## config.mk

```make
export PLATFORM = sky130hd
export DESIGN_NAME = sbus_apb_regs
export DESIGN_NICKNAME = d
export VERILOG_FILES = /design/src/hdl/sbus_pkg.sv /design/src/hdl/sbus_apb_regs.sv
export VERILOG_INCLUDE_DIRS = /design/src /design/src/hdl
export SDC_FILE = /design/constraint.sdc
export NUM_CORES = 1
export LEC_CHECK = 0
export BUFFER_PORTS_ARGS = -buffer_cell sky130_fd_sc_hd__clkbuf_2
export CORE_MARGIN = 2
export CORE_UTILIZATION = 25
export DETAILED_ROUTE_END_ITERATION = 8
export PLACE_DENSITY = 0.54
export REMOVE_ABC_BUFFERS = 1
export SYNTH_ARGS = -nofsm -noshare
export SYNTH_HDL_FRONTEND = slang
export SYNTH_SLANG_ARGS = --single-unit
```

## constraint.sdc

```tcl
create_clock -name clk -period 1.79 [get_ports clk]
set_clock_uncertainty 0.05 [all_clocks]
set_input_delay 0.2685 -clock clk [delete_from_list [all_inputs] [get_ports clk]]
set_output_delay 0.2685 -clock clk [all_outputs]
set_load 0.01 [all_outputs]
```

## src/hdl/sbus_macros.svh

```systemverilog
//**************************************************************************
// Width and size constants for the serial memory subsystem.
// Include this header wherever a width, the target count or the frame
// start code is needed. The bus types built on these live in sbus_pkg.
//**************************************************************************
`ifndef SBUS_MACROS_SVH
`define SBUS_MACROS_SVH

// data word and RAM geometry per target
`define SBUS_DATA_W     32
`define SBUS_ADDR_DEPTH 256
`define SBUS_ADDR_W     8

// targets on the shared serial bus
`define SBUS_SLAVES     3
`define SBUS_ID_W       2

// frame is start | id | r/w | burst | address, sent msb first
`define SBUS_START      3'b111
`define SBUS_FRAME_W    (3 + `SBUS_ID_W + 2 + `SBUS_ADDR_W)

`endif

```

## src/hdl/sbus_pkg.sv

```systemverilog
//**************************************************************************
// Shared types of the serial memory subsystem: width typedefs, the
// command and response structs between the APB block and the serial
// master, and the FSM state encodings. Import with sbus_pkg::*.
//**************************************************************************
`default_nettype none
`include "sbus_macros.svh"

package sbus_pkg;

    typedef logic [`SBUS_DATA_W-1:0] sbus_data_t;
    typedef logic [`SBUS_ADDR_W-1:0] sbus_addr_t;
    typedef logic [`SBUS_ID_W-1:0]   sbus_id_t;

    // one transfer request, valid together with start
    typedef struct packed {
        logic       write;
        sbus_id_t   id;
        sbus_addr_t addr;
        sbus_data_t wdata;
    } sbus_cmd_t;

    // done pulses once per transfer
    typedef struct packed {
        logic       done;
        sbus_data_t rdata;
    } sbus_rsp_t;

    typedef enum logic [2:0] {
        M_IDLE, M_FRAME, M_WDATA, M_RWAIT, M_RDATA
    } master_state_t;

    typedef enum logic [2:0] {
        S_IDLE, S_FRAME, S_MATCH, S_WRITE, S_READ
    } slave_state_t;

endpackage

`default_nettype wire

```

## src/hdl/sbus_apb_regs.sv

```systemverilog
//**************************************************************************
// APB register block of the serial memory subsystem.
// Holds the target address, slave id and write data, launches a serial
// transfer on a CMD write, answers STATUS and keeps the last read word.
// Zero wait states; pslverr flags unmapped offsets and refused commands.
//**************************************************************************
`timescale 1ns/1ps
`default_nettype none
`include "sbus_macros.svh"

module sbus_apb_regs import sbus_pkg::*; (
    input  logic       clk,
    input  logic       resetn,
    input  logic       psel,
    input  logic       penable,
    input  logic       pwrite,
    input  logic [4:0] paddr,
    input  sbus_data_t pwdata,
    output sbus_data_t prdata,
    output logic       pready,
    output logic       pslverr,
    output sbus_cmd_t  cmd,
    output logic       start,
    input  logic       busy,
    input  sbus_rsp_t  rsp
);
    localparam logic [4:0] REG_ADDR   = 5'h00;
    localparam logic [4:0] REG_WDATA  = 5'h04;
    localparam logic [4:0] REG_CMD    = 5'h08;
    localparam logic [4:0] REG_STATUS = 5'h0C;
    localparam logic [4:0] REG_RDATA  = 5'h10;

    localparam sbus_data_t CMD_WRITE = 32'd1;
    localparam sbus_data_t CMD_READ  = 32'd2;

    sbus_addr_t addr_q;
    sbus_id_t   id_q;
    sbus_data_t wdata_q;
    sbus_data_t rdata_q;

    logic wr_access;
    logic mapped;
    logic cmd_wr;
    logic cmd_err;

    assign wr_access = psel & penable & pwrite;
    assign mapped    = (paddr == REG_ADDR) | (paddr == REG_WDATA) | (paddr == REG_CMD) |
                       (paddr == REG_STATUS) | (paddr == REG_RDATA);
    assign cmd_wr    = wr_access & (paddr == REG_CMD);
    assign cmd_err   = cmd_wr & (busy | (int'(id_q) >= `SBUS_SLAVES));

    assign pready  = 1'b1;
    assign pslverr = psel & penable & (~mapped | cmd_err);

    // launch in the access cycle, other CMD values do nothing
    assign start     = cmd_wr & ~cmd_err & ((pwdata == CMD_WRITE) | (pwdata == CMD_READ));
    assign cmd.write = (pwdata == CMD_WRITE);
    assign cmd.id    = id_q;
    assign cmd.addr  = addr_q;
    assign cmd.wdata = wdata_q;

    always_ff @(posedge clk or negedge resetn) begin
        if (!resetn) begin
            addr_q  <= '0;
            id_q    <= '0;
            wdata_q <= '0;
            rdata_q <= '0;
        end else begin
            if (wr_access && paddr == REG_ADDR) begin
                addr_q <= pwdata[`SBUS_ADDR_W-1:0];
                id_q   <= pwdata[`SBUS_ADDR_W +: `SBUS_ID_W];
            end
            if (wr_access && paddr == REG_WDATA) begin
                wdata_q <= pwdata;
            end
            // master holds its last read word, so a write done keeps RDATA
            if (rsp.done) begin
                rdata_q <= rsp.rdata;
            end
        end
    end

    always_comb begin
        case (paddr)
            REG_ADDR:   prdata = sbus_data_t'({id_q, addr_q});
            REG_WDATA:  prdata = wdata_q;
            REG_STATUS: prdata = sbus_data_t'(busy);
            REG_RDATA:  prdata = rdata_q;
            default:    prdata = '0;
        endcase
    end

endmodule

`default_nettype wire

```

==> flow_summary.ini <==
[global_route]
grt-ovfl-total = 0
grt_pass1_wl_um = 15860
grt_start_max_net_pins = 46
grt_antenna_before_repair = 0
grt_pass1_vias = 2940
grt.total_usage_pct = 14.16

[worst_setup_path]
r2r_cells = 1
crit_type = input pin to primary output
path_max_fanout = 2
crit_arrival_ns = 1.51
critPathRequiredTime_ns = 1.47
start_kind = input pin
critPathCaptureType = primary output

[clock_network]
clock-sinks = 74
clk_pin_slew_ns = 0.05
clockBufferDepth = 2
htreeDepth = 3
numCtsBuffers = 9
cts_root_buf = clkbuf_16
insertion_delay_ns = 0.33
cts_tree = yes

[outcome]
failed_checks = negative setup slack
status = finished, violations left

[synthesis]
ys_types = 28
yosys_warnings = 0
avgSynthCellArea_um2 = 14.75
yosys-top-cells-area = dfrtp_1, mux2_1, mux2_4
ys_ff_latch = 74
yosysTopAreaCellShare_pct = 52.08
synthXorXnorAreaFrac_pct = 0.2463
synth_commonest_cells = dfrtp_1, mux2_1, mux2_4, a22o_1
synth_ff_type = dfrtp_1
synth_mux_area_share_pct = 26.88
syn_area_um2 = 3556
synth_compound_area_share_pct = 8.867
yosysSeqAreaShare_pct = 52.08
synth_adder_area_share_pct = 0
yosys.area_share.simple_pct = 7.319
yosysTopAreaCell = dfrtp_1
postSynthCellCount = 241
synth_top_family_by_area = multiplexers
synth-async-reset-ratio_pct = 100.0
synth_edf_count = 0
yosysMostFrequentCell = dfrtp_1

[place]
port_buffers = 152
place_inst = 589
dpl.hpwl_um = 7595
place_congestion = 0.7565

[floorplan]
num_rows = 43
pin_count = 154
initial_core_util_pct = 25.62
fp.dieW_um = 123.3
dieHeight_um = 123.3
core_um2 = 13880
die_area_um2 = 15190

[hold_path]
min_path_type = input pin to flop
worstHoldPathCells = 2

[sta]
setup_viol = 18
hold_viol_final = 0
period_minus_slack_ns = 1.827
fin_ws_ns = -0.03701
rsz0062_at_grt = yes
post-route-period-util_pct = 102.1
max_freq_mhz = 547.3
final-max-slew-violation-count = 0

[layout]
fin_nets = 509
regArea_um2 = 1852
n_antenna_cell = 0
multi_input_area_um2 = 1649
syn2layout_area_growth_pct = 51.65
final_layout_size_suffix_gt1_share_pct = 59.13
fill_cells = 1334
final_util_pct = 38.85
stdcell_count = 618

[drt]
vias_per_cell = 4.642
vias = 2869
drt_wl_total_um = 11210
wl_per_cell_um = 18.14
drc = 0
antenna_left = 0
drt-pass1-iter-count = 5
drt_iter0_markers = 58

[pwr]
p_total_uw = 4246
powerDensity_nw_per_um2 = 787.4
ir_worst_vdd_v = 0.0006237
p_leak_uw = 0.002849

[job]
cap_violations = 0
worst max-delay path, cell delays in order:
cell and delay, ns:
buf_8 0.10, nor4_4 0.34, buf_4 0.17, nand4_1 0.09, buf_6 0.16, nor4_4 0.21, buf_2 0.17
cells by family (layout without fill, tap and decap cells):
| logic type | after synthesis | in the layout |
|---|---|---|
| AOI/OAI and AO/OA | 36 | 36 |
| xor gates and xnor gates | 1 | 1 |
| buffers and inverters | 19 | 216 |
| muxes | 75 | 75 |
| DFF | 74 | 74 |
| and+or+nand+nor | 35 | 35 |
| other | 1 | 1 |
path summary, 6_finish.rpt:
check | from | endpoint | slack [ns]
setup / recovery | pwdata[26] | start | -0.04
max in group asynchronous | resetn | rdata_q[15] | 0.72
hold reg to reg | rdata_q[7] | rdata_q[7] | 0.43
setup reg to reg | id_q[1] | id_q[1] | 0.90
min in group asynchronous | resetn | rdata_q[11] | 0.38
hold / removal | rsp[4] | rdata_q[4] | 0.10
cell usage in the layout (no fill, tap or decap), types with 2 or more instances in the layout:
master / count
clkbuf_2: 115
dfrtp_1: 74
mux2_1: 44
mux2_4: 30
buf_4: 30
buf_2: 26
a22o_1: 22
clkbuf_16: 12
and3_1: 10
a221o_1: 10
buf_6: 10
buf_12: 7
nor4_4: 5
clkbuf_8: 4
nor4_1: 3
nand4_1: 3
nor4_2: 3
buf_8: 3
nor2_1: 2
nand2_1: 2
clkinv_2: 2
clkbuf_4: 2
where the power goes:
part,total (uW),internal (uW),switching (uW)
clock network,1690,1010,680
registers,1930,1820,106
logic,624,345,278
total,4250,3180,1070
cell type report:
| cell class | count | share of cell area, % |
|---|---|---|
| flip-flops and latches | 74 | 34.34 |
| repair buffers | 200 | 25.66 |
| well taps | 180 | 4.176 |
| multi-input cells | 148 | 30.58 |
| clock inverters | 4 | 0.4872 |
| clock buffers | 12 | 4.756 |
metal layers:
| layer | global-route usage (%) | vias to the layer above | wire, um |
|---|---|---|---|
| met2 | 23.42 | 114 | 5507 |
| met5 | 0 | - | 0 |
| met4 | 4.190 | 0 | 57 |
| met1 | 17.56 | 1449 | 4904 |
| li1 | - | 1300 | - |
| met3 | 4.659 | 6 | 741 |
stage by stage:
| step | hold WS [ns] | setup TNS (ns) | setup slack, ns | area, um2 |
|---|---|---|---|---|
| floorplan | -0.07709 | -18.59 | -0.6163 | 3396 |
| global placement | 0.1751 | -4.471 | -0.5048 | 4718 |
| detailed placement | 0.1839 | -3.668 | -0.5124 | 4718 |
| CTS | 0.08252 | -0.6475 | -0.06441 | 5192 |
| global route | 0.08217 | -1.758 | -0.1149 | 5393 |
| finish | 0.1037 | -0.2624 | -0.03701 | 5393 |
flip-flops by register name, indices dropped and copies added, names as in the netlist:
name and flops:
id_q 2, addr_q 8, wdata_q 32, rdata_q 32
timing repair:
action / in CTS / in global routing
endpoints found under the hold margin: 29 / 0
setup buffers: 5 / 3
gates resized for setup: 19 / 59
setup endpoints to repair: 34 / 32
hold buffers: 1 / 0
cloned: 1 / 4
pin swaps: 7 / 10
(Power assumes the default switching activity.)
