$ cat src/hdl/sbus_macros.svh
//**************************************************************************
// Width and size constants for the serial memory subsystem.
// Include this header wherever a width, the target count or the frame
// start code is needed. The bus types built on these live in sbus_pkg.
//**************************************************************************
`ifndef SBUS_MACROS_SVH
`define SBUS_MACROS_SVH

// data word and RAM geometry per target
`define SBUS_DATA_W     32
`define SBUS_ADDR_DEPTH 256
`define SBUS_ADDR_W     8

// targets on the shared serial bus
`define SBUS_SLAVES     3
`define SBUS_ID_W       2

// frame is start | id | r/w | burst | address, sent msb first
`define SBUS_START      3'b111
`define SBUS_FRAME_W    (3 + `SBUS_ID_W + 2 + `SBUS_ADDR_W)

`endif

$ cat src/hdl/sbus_pkg.sv
//**************************************************************************
// Shared types of the serial memory subsystem: width typedefs, the
// command and response structs between the APB block and the serial
// master, and the FSM state encodings. Import with sbus_pkg::*.
//**************************************************************************
`default_nettype none
`include "sbus_macros.svh"

package sbus_pkg;

    typedef logic [`SBUS_DATA_W-1:0] sbus_data_t;
    typedef logic [`SBUS_ADDR_W-1:0] sbus_addr_t;
    typedef logic [`SBUS_ID_W-1:0]   sbus_id_t;

    // one transfer request, valid together with start
    typedef struct packed {
        logic       write;
        sbus_id_t   id;
        sbus_addr_t addr;
        sbus_data_t wdata;
    } sbus_cmd_t;

    // done pulses once per transfer
    typedef struct packed {
        logic       done;
        sbus_data_t rdata;
    } sbus_rsp_t;

    typedef enum logic [2:0] {
        M_IDLE, M_FRAME, M_WDATA, M_RWAIT, M_RDATA
    } master_state_t;

    typedef enum logic [2:0] {
        S_IDLE, S_FRAME, S_MATCH, S_WRITE, S_READ
    } slave_state_t;

endpackage

`default_nettype wire

$ cat src/hdl/sbus_master.sv
//**************************************************************************
// Serial bus master. Takes one command per start pulse, sends the frame
// msb first on control, waits for the addressed target to drop ready,
// then sends 32 write bits on wd or collects 32 read bits from rd.
// busy covers the whole transfer up to and including the done pulse.
//**************************************************************************
`timescale 1ns/1ps
`default_nettype none
`include "sbus_macros.svh"

module sbus_master import sbus_pkg::*; (
    input  logic                    clk,
    input  logic                    resetn,
    input  sbus_cmd_t               cmd,
    input  logic                    start,
    output logic                    busy,
    output sbus_rsp_t               rsp,
    output logic                    control,
    output logic                    wd,
    output logic                    valid,
    output logic                    last,
    input  logic [`SBUS_SLAVES-1:0] rd,
    input  logic [`SBUS_SLAVES-1:0] ready
);
    localparam int CNT_W = $clog2(`SBUS_DATA_W);
    localparam int FW    = `SBUS_FRAME_W;

    master_state_t  state;
    logic [CNT_W-1:0] bit_cnt;
    logic [FW-1:0]  frame_sr;
    sbus_data_t     data_sr;
    sbus_id_t       id_q;
    logic           write_q;
    logic           rd_bit;

    // only the addressed target's read line counts
    assign rd_bit = rd[id_q];

    assign control = (state == M_FRAME) & frame_sr[FW-1];
    assign valid   = (state == M_WDATA);
    assign wd      = valid & data_sr[`SBUS_DATA_W-1];
    assign last    = valid & (bit_cnt == CNT_W'(`SBUS_DATA_W - 1));
    assign busy    = (state != M_IDLE) | rsp.done;

    always_ff @(posedge clk or negedge resetn) begin
        if (!resetn) begin
            state   <= M_IDLE;
            bit_cnt <= '0;
            rsp     <= '0;
        end else begin
            rsp.done <= 1'b0;
            case (state)
                M_IDLE: begin
                    if (start) begin
                        bit_cnt <= '0;
                        state   <= M_FRAME;
                    end
                end
                M_FRAME: begin
                    bit_cnt <= bit_cnt + 1'b1;
                    if (bit_cnt == CNT_W'(FW - 1)) begin
                        state <= M_RWAIT;
                    end
                end
                // target is in its match cycle
                M_RWAIT: begin
                    if (!ready[id_q]) begin
                        bit_cnt <= '0;
                        state   <= write_q ? M_WDATA : M_RDATA;
                    end
                end
                M_WDATA: begin
                    bit_cnt <= bit_cnt + 1'b1;
                    if (last) begin
                        rsp.done <= 1'b1;
                        state    <= M_IDLE;
                    end
                end
                M_RDATA: begin
                    bit_cnt <= bit_cnt + 1'b1;
                    if (bit_cnt == CNT_W'(`SBUS_DATA_W - 1)) begin
                        rsp.done  <= 1'b1;
                        rsp.rdata <= {data_sr[`SBUS_DATA_W-2:0], rd_bit};
                        state     <= M_IDLE;
                    end
                end
                default: state <= M_IDLE;
            endcase
        end
    end

    // frame and data shifters
    always_ff @(posedge clk) begin
        if (state == M_IDLE && start) begin
            frame_sr <= {`SBUS_START, cmd.id, cmd.write, 1'b0, cmd.addr};
            data_sr  <= cmd.wdata;
            id_q     <= cmd.id;
            write_q  <= cmd.write;
        end else if (state == M_FRAME) begin
            frame_sr <= frame_sr << 1;
        end else if (state == M_WDATA) begin
            data_sr <= data_sr << 1;
        end else if (state == M_RDATA) begin
            data_sr <= {data_sr[`SBUS_DATA_W-2:0], rd_bit};
        end
    end

endmodule

`default_nettype wire

$ cat config.mk
export PLATFORM = sky130hd
export DESIGN_NAME = sbus_master
export DESIGN_NICKNAME = d
export VERILOG_FILES = /design/src/hdl/sbus_pkg.sv /design/src/hdl/sbus_master.sv
export VERILOG_INCLUDE_DIRS = /design/src /design/src/hdl
export SDC_FILE = /design/constraint.sdc
export NUM_CORES = 1
export LEC_CHECK = 0
export ABC_AREA = 1
export BUFFER_PORTS_ARGS = -buffer_cell sky130_fd_sc_hd__buf_4
export CELL_PAD_IN_SITES_DETAIL_PLACEMENT = 0
export CELL_PAD_IN_SITES_GLOBAL_PLACEMENT = 1
export CORE_MARGIN = 4
export CORE_UTILIZATION = 43
export DETAILED_ROUTE_END_ITERATION = 8
export GPL_ROUTABILITY_DRIVEN = 0
export PLACE_DENSITY_LB_ADDON = 0.25
export RECOVER_POWER = 100
export SYNTH_ARGS = -nofsm -noshare
export SYNTH_HDL_FRONTEND = slang
export SYNTH_SLANG_ARGS = --single-unit
export TNS_END_PERCENT = 10
$ cat constraint.sdc
create_clock -name clk -period 6.6 [get_ports clk]
set_clock_uncertainty 0.05 [all_clocks]
set_input_delay 0.66 -clock clk [delete_from_list [all_inputs] [get_ports clk]]
set_output_delay 0.66 -clock clk [all_outputs]
set_load 0.01 [all_outputs]
==> impl_metrics.tcl <==
set metrics [dict create \
    setup_violations 0 \
    syn_avg_cell_area_um2 11.8 \
    yosys.area_share.simple_pct 17.0 \
    drt_iter0_drc 109 \
    worstPathArrival_ns 4.22 \
    rsz0062_at_grt "false" \
    routed_wl_um 8050 \
    crit_buf_inv 2 \
    cts_setup_buffers 0 \
    regArea_um2 2490 \
    grt_overflow 0 \
    swShare_pct 33.9 \
    hold_viol 0 \
    grt_max_degree 47 \
    hold_class "flop to flop" \
    cts_tree "built" \
    die_w_um 105 \
    power_frac_comb_pct 27.5 \
    drv_cap 4 \
    numClockSinks 91 \
    p_int_mw 1.22 \
    synth_compound_gate_area_share_pct 3.29 \
    place_area_um2 4710 \
    first_pass_iters 5 \
    crit_path_end_kind "flop" \
    ys.flop_type "edfxtp_1" \
    p_leak_nw 2.21 \
    cp-startpoint "state[1]" \
    htreeDepth 3 \
    synthXorXnorAreaFrac_pct 0.217 \
    final_core_util_pct 50.1 \
    async_flop_share_pct 45.1 \
    violations "max-capacitance violations, max-slew violations" \
    r2r_start "state[1]" \
    syn-instance-count 341 \
    cp_cell_sequence "nor2_1, nand3_1, inv_1, nor2_1, inv_1" \
    pre_cts_ws_ns 3.30 \
    track_usage_pct 15.4 \
    met1_usage_pct 21.1 \
    synthAdderAreaFrac_pct 0.932 \
    outcome "complete, but fails checks" \
    clock_latency_ns 0.36 \
    clockBufferDepth 2 \
    ys_types 29 \
    grt-busiest-layer "met2" \
    dieHeight_um 105 \
    fillers 883 \
    use_met2_pct 23.6 \
    p_sw_mw 0.628 \
    peakVddDrop_mv 0.139 \
    grt_pass1_wl_um 13300 \
    start_kind "flop" \
    min_period_ns 4.26 \
    postCtsResizedCells 0 \
    met3_usage_pct 3.77 \
    worst_slack_ns 2.34 \
    diodes 0 \
    via_count 2645 \
    cp_slowest_cell "inv_1" \
    cts_root_buf "clkbuf_8" \
    synth-edff-count 46 \
    start_util_pct 43.8 \
    ios 90 \
    tightest_slew_ns 2.79 \
    cp.required_ns 6.56 \
    avgRoutedWirePerCell_um 14.8 \
    fin_setup_tns_ns 0 \
    synth_top_family_by_area "simple AND/OR/NAND/NOR gates" \
    crit_fanout 46 \
    power_density_nw_per_um2 402 \
    area_growth_pct 14.3 \
    muxShareOfSynthArea_pct 11.7 \
    cts_hold_buf 0 \
    crit_type "flop to flop" \
    slowest_delay_ns 1.57 \
    period_share_pct 64.6 \
    drtAntennaViolNets 0 \
    syn_nets 396 \
    fin_cells 545 \
    cp_top_family "buffers and inverters" \
    placed_cells 529 \
    cts_buffers 9 \
    io_buffer_count 89 \
    drc 0 \
    dp_hpwl_um 5430 \
    yosysSeqAreaShare_pct 61.7 \
    p_clk_share_pct 20.3 \
    pwr-share-seq_pct 52.2 \
    synth_seq_cells 91 \
    die-area_um2 11000 \
    slew_violations 108 \
    design_area_um2 4600 \
    antenna_found_initial 0 \
    mappedNetlistArea_um2 4030 \
    viasPerCell 4.85 \
    core_um2 9200 \
    slew_headroom_pct -86.7 \
    grt_pass1_vias 2703 \
    multi_input_area_um2 1200 \
    layout-drive-gt1-share_pct 21.4 \
    fmax_mhz 235 \
    rows 35 \
    final_net_count 484 \
    clk_pin_slew_worst_paths_ns 0.09 \
    ys.warnings.count 0 \
    hold_path_startpoint "frame_sr[11]" \
]
==> cells by family after synthesis <==
kind of cell	count (synthesis)
simple gates	166
xor+xnor	1
buf+inv	31
mux	32
compound gates	17
flops	91
fa+ha+maj	3
==> stage by stage <==
step / hold WS (ns) / power, mW
2_1_floorplan: 0.314 / 1.36
3_3_place_gp: 0.388 / 1.50
3_5_place_dp: 0.395 / 1.51
4_1_cts: 0.237 / 1.89
5_1_grt: 0.450 / 1.99
6_report: 0.397 / 1.85
==> worst min-delay path, delay by kind of cell (launching register included) <==
kind | cells | cell delay [ns]
simple gates | 2 | 0.10
flops | 1 | 0.33
==> registers in the layout, indices dropped and copies added (netlist names) <==
name	flops
data_sr	32
state	3
bit_cnt	5
write_q	1
frame_sr	15
rsp	33
id_q	2
==> cell usage in the layout (no fill, tap or decap), types with 2 or more instances in the layout <==
cell and n:
a22o_1 10, o21ai_0 4, clkbuf_8 9, buf_4 48, inv_1 18, mux2_1 8
or2_2 2, edfxtp_1 46, ha_1 3, clkinvlp_4 2, dfxtp_1 4, clkbuf_1 42
dfrtp_1 41, nand4_1 2, nand2_1 128, nor2_1 16, mux2_2 23, nand3_1 14
==> cells in the mapped netlist (2+ instances only) <==
cell type / instances / area [um2]
mux2_2: 2 / 22.5
or2_2: 2 / 12.5
buf_4: 4 / 30.0
dfxtp_1: 4 / 80.1
a22o_1: 10 / 87.6
nand2_2: 2 / 12.5
ha_1: 3 / 37.5
buf_2: 2 / 10.0
inv_1: 17 / 63.8
mux2_4: 30 / 450
o21ai_0: 4 / 20.0
buf_6: 3 / 33.8
nor2_1: 15 / 56.3
nand4_1: 2 / 12.5
buf_12: 3 / 60.1
inv_2: 2 / 7.51
edfxtp_1: 46 / 1380
dfrtp_1: 41 / 1030
nand3_1: 13 / 65.1
nand2_1: 127 / 477
==> path summary, 6_finish.rpt <==
path / to / slack, ns / cells past startpoint
min: frame_sr[12] / 0.40 / 2
min in group asynchronous: bit_cnt[2] / 0.91 / 1
max: frame_sr[6] / 2.34 / 5
max reg2reg: frame_sr[6] / 2.34 / 5
min reg2reg: frame_sr[12] / 0.40 / 2
max in group asynchronous: rsp[25] / 4.28 / 1
==> power by group through the flow <==
stage	combinational (mW)	clock [mW]	sequential, mW
3_3_place_gp	0.523	0	0.974
3_5_place_dp	0.533	0	0.978
6_report	0.510	0.376	0.966
5_1_grt	0.593	0.408	0.989
4_1_cts	0.535	0.385	0.968
2_1_floorplan	0.410	0	0.948
==> routing by layer <==
layer / vias up / part of all wire (%)
met5: - / 0
met4: 0 / 1.8
met3: 12 / 4.4
met2: 62 / 46
met1: 1257 / 48
li1: 1314 / -
==> cell type report <==
cell class	count	area share [%]
clock buffers	10	2.77
clock inverters	6	1.41
inverters	19	1.55
multi-input cells	219	26.1
flip-flops and latches	91	54.0
well taps	111	3.02
repair buffers	89	11.2
Power figures use the tool's default switching activity.
